## src/hw/fxp_settings.svh

```systemverilog
// Q16.16 only; FXP_INT_WIDTH plus FXP_FRAC_WIDTH must equal FXP_WIDTH, with three multiply stages.
`ifndef FXP_SETTINGS_SVH
`define FXP_SETTINGS_SVH

// Word width of every operand and result.
`define FXP_WIDTH 32

// Fixed-point split of the word.
`define FXP_FRAC_WIDTH 16
`define FXP_INT_WIDTH 16

// Cycles from multiplier input to output.
`define FXP_MULT_STAGES 3

// One quotient bit per cycle over the numerator scaled by the fraction.
`define FXP_DIV_ITERATIONS (`FXP_WIDTH + `FXP_FRAC_WIDTH)

`endif
```

## src/hw/fxp_pkg.sv

```systemverilog
// Command and word types for the fixed-point unit; the opcode encoding is fixed at three bits.
`include "fxp_settings.svh"

package fxp_pkg;

  // One data word, used for operands and results.
  typedef logic [`FXP_WIDTH-1:0] fxp_word_t;

  typedef enum logic [2:0] {
    op_add = 3'd0,
    op_sub = 3'd1,
    op_mul = 3'd2,
    op_div = 3'd3,
    op_lt  = 3'd4,
    op_gt  = 3'd5
  } fxp_op_t;

  typedef enum logic [1:0] {
    st_idle = 2'd0,
    st_busy = 2'd1,  // Waiting on the multiplier or the divider.
    st_resp = 2'd2
  } fxp_state_t;

  // One command as seen on the command port.
  typedef struct packed {
    fxp_op_t   op;
    logic      is_signed;
    fxp_word_t left;
    fxp_word_t right;
  } fxp_cmd_t;

endpackage

```

## src/hw/fxp_alu_top.sv

```systemverilog
// One command outstanding at a time; cmd_ready is low from acceptance until the response transfers.
`timescale 1ns/1ps

module fxp_alu_top (
  input  logic               clk,
  input  logic               reset,
  input  logic               cmd_valid,
  input  fxp_pkg::fxp_cmd_t  cmd,
  input  logic               rsp_ready,
  output logic               cmd_ready,
  output logic               rsp_valid,
  output fxp_pkg::fxp_word_t rsp_data
);
  import fxp_pkg::*;

  fxp_state_t state;
  logic       cmd_fire;
  logic       mul_start;
  logic       div_start;
  logic       long_op;
  logic       mul_valid;
  logic       div_done;
  fxp_word_t  fast_result;
  fxp_word_t  mul_product;
  fxp_word_t  div_quotient;

  assign cmd_ready = (state == st_idle);
  assign rsp_valid = (state == st_resp);
  assign cmd_fire  = cmd_valid && cmd_ready;

  // Long operations start in the acceptance cycle itself.
  assign mul_start = cmd_fire && (cmd.op == op_mul);
  assign div_start = cmd_fire && (cmd.op == op_div);
  assign long_op   = mul_start || div_start;

  fxp_addsub_cmp addsub_cmp_i (
    .cmd    (cmd),
    .result (fast_result)
  );

  fxp_mult_pipe mult_i (
    .clk       (clk),
    .reset     (reset),
    .in_valid  (mul_start),
    .is_signed (cmd.is_signed),
    .left      (cmd.left),
    .right     (cmd.right),
    .out_valid (mul_valid),
    .product   (mul_product)
  );

  fxp_sdiv sdiv_i (
    .clk       (clk),
    .reset     (reset),
    .start     (div_start),
    .is_signed (cmd.is_signed),
    .left      (cmd.left),
    .right     (cmd.right),
    .done      (div_done),
    .quotient  (div_quotient)
  );

  always_ff @(posedge clk) begin
    if (reset) begin
      state <= st_idle;
    end else begin
      case (state)
        st_idle: begin
          if (cmd_fire) begin
            state <= long_op ? st_busy : st_resp;
          end
        end
        st_busy: begin
          if (mul_valid || div_done) begin
            state <= st_resp;
          end
        end
        st_resp: begin
          if (rsp_ready) begin
            state <= st_idle;
          end
        end
        default: begin
          state <= st_idle;
        end
      endcase
    end
  end

  // Held through st_resp so the data stays stable under back-pressure.
  always_ff @(posedge clk) begin
    if (cmd_fire && !long_op) begin
      rsp_data <= fast_result;
    end else if (state == st_busy && mul_valid) begin
      rsp_data <= mul_product;
    end else if (state == st_busy && div_done) begin
      rsp_data <= div_quotient;
    end
  end

endmodule

```

## src/hw/fxp_sdiv.sv

```systemverilog
// Signed results truncate toward zero; the operands only need to be valid in the start cycle.
`timescale 1ns/1ps
`include "fxp_settings.svh"

module fxp_sdiv (
  input  logic               clk,
  input  logic               reset,
  input  logic               start,
  input  logic               is_signed,
  input  fxp_pkg::fxp_word_t left,
  input  fxp_pkg::fxp_word_t right,
  output logic               done,
  output fxp_pkg::fxp_word_t quotient
);
  import fxp_pkg::*;

  localparam int W = `FXP_WIDTH;

  logic      left_neg;
  logic      right_neg;
  logic      negate_q;
  fxp_word_t left_mag;
  fxp_word_t right_mag;
  fxp_word_t raw_quotient;

  assign left_neg  = is_signed & left[W-1];
  assign right_neg = is_signed & right[W-1];
  assign left_mag  = left_neg ? -left : left;  // The most negative word maps to 2^31.
  assign right_mag = right_neg ? -right : right;

  // The operands are gone after start, so the sign is kept here.
  always_ff @(posedge clk) begin
    if (reset) begin
      negate_q <= 1'b0;
    end else if (start) begin
      negate_q <= left_neg ^ right_neg;
    end
  end

  fxp_div_iter div_i (
    .clk      (clk),
    .reset    (reset),
    .start    (start),
    .dividend (left_mag),
    .divisor  (right_mag),
    .done     (done),
    .quotient (raw_quotient)
  );

  assign quotient = negate_q ? -raw_quotient : raw_quotient;

endmodule

```

## src/hw/fxp_div_iter.sv

```systemverilog
// Unsigned operands only; a start while running restarts the division and a zero divisor yields all ones.
`timescale 1ns/1ps
`include "fxp_settings.svh"

module fxp_div_iter (
  input  logic               clk,
  input  logic               reset,
  input  logic               start,
  input  fxp_pkg::fxp_word_t dividend,
  input  fxp_pkg::fxp_word_t divisor,
  output logic               done,
  output fxp_pkg::fxp_word_t quotient
);
  import fxp_pkg::*;

  localparam int W = `FXP_WIDTH;
  localparam int ITERS = `FXP_DIV_ITERATIONS;
  localparam int CW = $clog2(ITERS);
  localparam logic [CW-1:0] LAST = CW'(ITERS - 1);

  fxp_word_t      divisor_q;
  logic [ITERS-1:0] shift_q;
  logic [W-1:0]   acc_q;
  logic [W:0]     acc_shift;
  logic [W-1:0]   acc_next;
  logic           quo_bit;
  logic [CW-1:0]  idx_q;
  logic           running;

  // Next numerator bit enters the partial remainder.
  assign acc_shift = {acc_q, shift_q[ITERS-1]};
  assign quo_bit   = (acc_shift >= {1'b0, divisor_q});
  assign acc_next  = quo_bit ? W'(acc_shift - {1'b0, divisor_q}) : acc_shift[W-1:0];

  // After the last shift the low word holds the quotient.
  assign quotient = shift_q[W-1:0];

  always_ff @(posedge clk) begin
    if (reset) begin
      running <= 1'b0;
      done    <= 1'b0;
      idx_q   <= '0;
    end else begin
      done <= 1'b0;
      if (start) begin
        running <= 1'b1;
        idx_q   <= '0;
      end else if (running) begin
        idx_q <= idx_q + 1'b1;
        if (idx_q == LAST) begin
          running <= 1'b0;
          done    <= 1'b1;  // High for one cycle while the quotient is final.
        end
      end
    end
  end

  // Numerator bits leave at the top while quotient bits enter at the bottom.
  always_ff @(posedge clk) begin
    if (start) begin
      shift_q   <= {dividend, {(ITERS - W){1'b0}}};
      acc_q     <= '0;
      divisor_q <= divisor;
    end else if (running) begin
      shift_q <= {shift_q[ITERS-2:0], quo_bit};
      acc_q   <= acc_next;
    end
  end

endmodule

```

## src/hw/fxp_mult_pipe.sv

```systemverilog
// Three register stages with one new input per cycle; the result truncates toward minus infinity.
`timescale 1ns/1ps
`include "fxp_settings.svh"

module fxp_mult_pipe (
  input  logic               clk,
  input  logic               reset,
  input  logic               in_valid,
  input  logic               is_signed,
  input  fxp_pkg::fxp_word_t left,
  input  fxp_pkg::fxp_word_t right,
  output logic               out_valid,
  output fxp_pkg::fxp_word_t product
);
  import fxp_pkg::*;

  localparam int W = `FXP_WIDTH;
  localparam int STAGES = `FXP_MULT_STAGES;
  localparam int LSB = `FXP_FRAC_WIDTH;
  localparam int MSB = 2 * `FXP_WIDTH - `FXP_INT_WIDTH - 1;

  fxp_word_t        left_q;
  fxp_word_t        right_q;
  logic             signed_q;
  logic [2*W-1:0]   left_ext;
  logic [2*W-1:0]   right_ext;
  logic [2*W-1:0]   full_q;
  logic [STAGES-1:0] valid_q;

  // Unsigned operands are zero filled.
  assign left_ext  = {{W{signed_q & left_q[W-1]}}, left_q};
  assign right_ext = {{W{signed_q & right_q[W-1]}}, right_q};

  always_ff @(posedge clk) begin
    if (in_valid) begin
      left_q   <= left;
      right_q  <= right;
      signed_q <= is_signed;
    end
    full_q  <= left_ext * right_ext;  // Low 2W bits are right for both signednesses.
    product <= full_q[MSB:LSB];
  end

  // One valid bit per stage.
  always_ff @(posedge clk) begin
    if (reset) begin
      valid_q <= '0;
    end else begin
      valid_q <= {valid_q[STAGES-2:0], in_valid};
    end
  end

  assign out_valid = valid_q[STAGES-1];

endmodule

```

## src/hw/fxp_addsub_cmp.sv

```systemverilog
// Purely combinational; add and subtract wrap modulo 2^32 and multiply or divide opcodes return zero here.
`timescale 1ns/1ps

module fxp_addsub_cmp (
  input  fxp_pkg::fxp_cmd_t  cmd,
  output fxp_pkg::fxp_word_t result
);
  import fxp_pkg::*;

  logic less;
  logic greater;

  // Signedness only matters for the compares.
  assign less = cmd.is_signed ? ($signed(cmd.left) < $signed(cmd.right))
                              : (cmd.left < cmd.right);
  assign greater = cmd.is_signed ? ($signed(cmd.left) > $signed(cmd.right))
                                 : (cmd.left > cmd.right);

  always_comb begin
    case (cmd.op)
      op_add: begin
        result = cmd.left + cmd.right;
      end
      op_sub: begin
        result = cmd.left - cmd.right;
      end
      op_lt: begin
        result = fxp_word_t'(less);  // Flag in bit 0.
      end
      op_gt: begin
        result = fxp_word_t'(greater);
      end
      default: begin
        result = '0;  // Multiply and divide results come from the other units.
      end
    endcase
  end

endmodule

```

## config.mk

```make
export PLATFORM = sky130hd
export DESIGN_NAME = fxp_alu_top
export DESIGN_NICKNAME = d
export VERILOG_FILES = /design/src/hw/fxp_pkg.sv /design/src/hw/fxp_alu_top.sv /design/src/hw/fxp_sdiv.sv /design/src/hw/fxp_div_iter.sv /design/src/hw/fxp_mult_pipe.sv /design/src/hw/fxp_addsub_cmp.sv
export VERILOG_INCLUDE_DIRS = /design/src /design/src/hw
export SDC_FILE = /design/constraint.sdc
export NUM_CORES = 2
export LEC_CHECK = 0
export BUFFER_PORTS_ARGS = -buffer_cell sky130_fd_sc_hd__buf_2
export CAP_MARGIN = 10
export CORE_UTILIZATION = 45
export DETAILED_ROUTE_END_ITERATION = 10
export SYNTH_ARGS = -nofsm -noshare
export SYNTH_HDL_FRONTEND = slang
export SYNTH_SLANG_ARGS = --single-unit
```

## constraint.sdc

```tcl
create_clock -name clk -period 7.53 [get_ports clk]
set_input_delay 1.506 -clock clk [delete_from_list [all_inputs] [get_ports clk]]
set_output_delay 1.506 -clock clk [all_outputs]
set_load 0.02 [all_outputs]
```

==> out/metrics.yaml <==
cpMaxStageDelayCell: "fa_1"
ys_top_cells_by_count: "inv_1 (1,003), fa_1 (859), nand2_1 (739), and2_1 (308), ha_1 (274)"
synth_edf_count: 161
crit_top_cell: "fa_1"
yosys_warnings: 0
grt_pass1_vias: 36500
peakVddDrop_uv: 989
nets: 6437
wl_per_cell_um: 20.5
cts_buffer_depth: 3
cp_max_fo: 4
hold_depth: 0
critPathTopFamily: "adder cells"
totalWireLength_mm: 135
synth.most_common_cell: "inv_1"
period_share_pct: 98.7
start_util_pct: 45.5
syn_avg_cell_area_um2: 9.11
setup-violations-final: 0
finalWeightedCongestion: 0.951
rsz0062_at_grt: "yes"
hold_buffers: 0
grt_max_degree: 71
die-area_um2: 103000
report.final.slew_viol_count: 0
yosysTopAreaCellShare_pct: 37.7
startpoint: "mult_i.right_q[2]$_DFFE_PP_"
status: "complete, no violations"
start_kind: "flop"
dp_slack_ns: -0.453
clk_pin_slew_ns: 0.06
rr_worst_depth: 29
cts_buffers: 34
crit_type: "flop to flop"
place_inst: 6539
drive_above_1_share_pct: 12.2
vias: 34900
syn_nets: 6218
stdcell_count: 6615
end_kind: "flop"
cp_num_buf_inv: 10
hold_slack_ns: 0.325
crit_cells: 29
gr-total-overflow: 0
grt_usage_pct: 27.3
dieHeight_um: 320
critPathArrivalTime_ns: 7.89
rows: 116
dp_hpwl_mm: 113
fill_cells: 9360
synth_seq_cells: 287
holdCritPathClass: "flop to flop"
grt_pass1_wl_mm: 215
required_ns: 7.99
cts_sinks: 287
yosysTopAreaCell: "fa_1"
synthFlopType: "edfxtp_1"
htreeDepth: 2
diodes: 0
clk_latency_ns: 0.57
relSlewSlack_pct: 32.4
drv_cap: 0
cts_tree: "built"
fin_skew_ns: 0.0420
routed_via_density: 5.28
hold_violations: 0
cts-root-buf: "clkbuf_16"
core_um2: 100000
antenna_found_initial: 12
cellLeakagePower_uw: 0.0246
drc: 0
antenna_left: 0
timing.rr.start: "mult_i.right_q[2]$_DFFE_PP_"
worst_pin_slew_ns: 1.01
dr.pass1.iters: 6
drt_iter0_drc: 2709
synth-seq-area-share_pct: 16.1
syn2layout_area_growth_pct: 13.5
io_buffers: 105
fin_ws_ns: 0.0951
cp_slowest_stage_delay_ns: 0.56
min_period_ns: 7.43
io_pins: 106
syn-cell-area_um2: 45600
ys_top_cells_by_area: "fa_1 (38%), edfxtp_1 (11%), inv_1 (8.2%)"
hp-start: "mult_i.full_q[45]$_DFF_P_"
synthArstFlopShare_pct: 0
fmax_mhz: 135
synth_cell_types: 78
p_per_area_nw_per_um2: 438
die_w_um: 320
syn-instance-count: 5013
worst paths after layout:
check / end / slack, ns
setup / recovery: mult_i.full_q[42]$_DFF_P_ / 0.1
hold / removal: mult_i.product[29]$_DFF_P_ / 0.33
setup reg to reg: mult_i.full_q[42]$_DFF_P_ / 0.1
hold reg to reg: mult_i.product[29]$_DFF_P_ / 0.33
logic make-up after synthesis:
group | share of synthesized area [%]
XOR/XNOR | 4.09
AND/OR/NAND/NOR | 15.6
flip-flops | 16.1
multiplexers | 0.614
AO/OA/AOI/OAI | 7.97
adder cells (fa/ha/maj) | 45.2
buffers and inverters | 10.4
worst reg2reg max path: cells and delay by family (launching register included):
kind                     cells  cell delay, ns
adder cells (fa/ha/maj)      9            4.33
AND/OR/NAND/NOR              5            0.59
buffers and inverters       10            0.96
flip-flops                   1            0.47
AO/OA/AOI/OAI                4            0.84
XOR/XNOR                     1            0.13
cell type report:
| type | count | area [um^2] | area share [%] |
|---|---|---|---|
| flip-flops and latches | 287 | 7360 | 14.2 |
| clock buffers | 42 | 953 | 1.84 |
| repair buffers | 443 | 3760 | 7.26 |
| multi-input cells | 3462 | 34100 | 65.7 |
| inverters | 1004 | 3770 | 7.27 |
| clock inverters | 20 | 223 | 0.430 |
| well taps | 1357 | 1700 | 3.28 |
registers in the layout, indices dropped and copies added, names as in the netlist:
signal,cells
rsp_data,32
sdiv_i.div_i.acc_q,32
sdiv_i.div_i.running,1
mult_i.left_q,32
mult_i.full_q,32
mult_i.signed_q,1
state,2
mult_i.valid_q,3
sdiv_i.div_i.divisor_q,32
mult_i.right_q,32
sdiv_i.div_i.shift_q,48
mult_i.product,32
sdiv_i.div_i.idx_q,6
sdiv_i.negate_q,1
sdiv_i.div_i.done,1
cells in the final DEF (no fill, tap or decap), drive strengths merged, types with 84 or more instances in the layout:
| cell | netlist | routed |
|---|---|---|
| dfxtp | 126 | 126 |
| ha | 274 | 274 |
| nand3 | 84 | 84 |
| edfxtp | 161 | 161 |
| o21ai | 179 | 179 |
| inv | 1003 | 1008 |
| nand2 | 740 | 740 |
| and2 | 308 | 308 |
| a21oi | 137 | 137 |
| fa | 859 | 859 |
| buf | 15 | 443 |
| xnor2 | 134 | 134 |
| nor2 | 162 | 162 |
metal layers:
layer	vias to the layer above	part of all wire, %	GRT usage, %
met2	1214	47	44.2
met5	-	0.071	0
met1	17600	43	38.5
met3	226	6.9	3.22
met4	14	3.5	8.00
li1	15900	-	-
per-stage QoR:
step | setup TNS [ns] | total power [uW] | instance area [um^2] | utilization (%)
2_1_floorplan | 0 | 12400 | 45700 | -
3_3_place_gp | -2.12 | 18400 | 50000 | 49.8
3_5_place_dp | -3.13 | 18500 | 50000 | 49.8
4_1_cts | 0 | 21300 | 51500 | 51.3
5_1_grt | -0.764 | 24600 | 51800 | 51.7
6_report | 0 | 22700 | 51800 | 51.7
what timing repair did:
item                       CTS  global route
cloned                       2             0
hold endpoints to repair     0             0
buffers inserted            12             3
resized for setup           48            95
setup endpoints to repair   17            17
pin swaps                   31            36
report_power, final:
part           leakage (uW)  internal [uW]  switching [uW]
combinational        0.0215           8420           10100
clock              0.000577            993             722
sequential          0.00254           2220             227
total                0.0246          11600           11000
(Power assumes the default switching activity.)
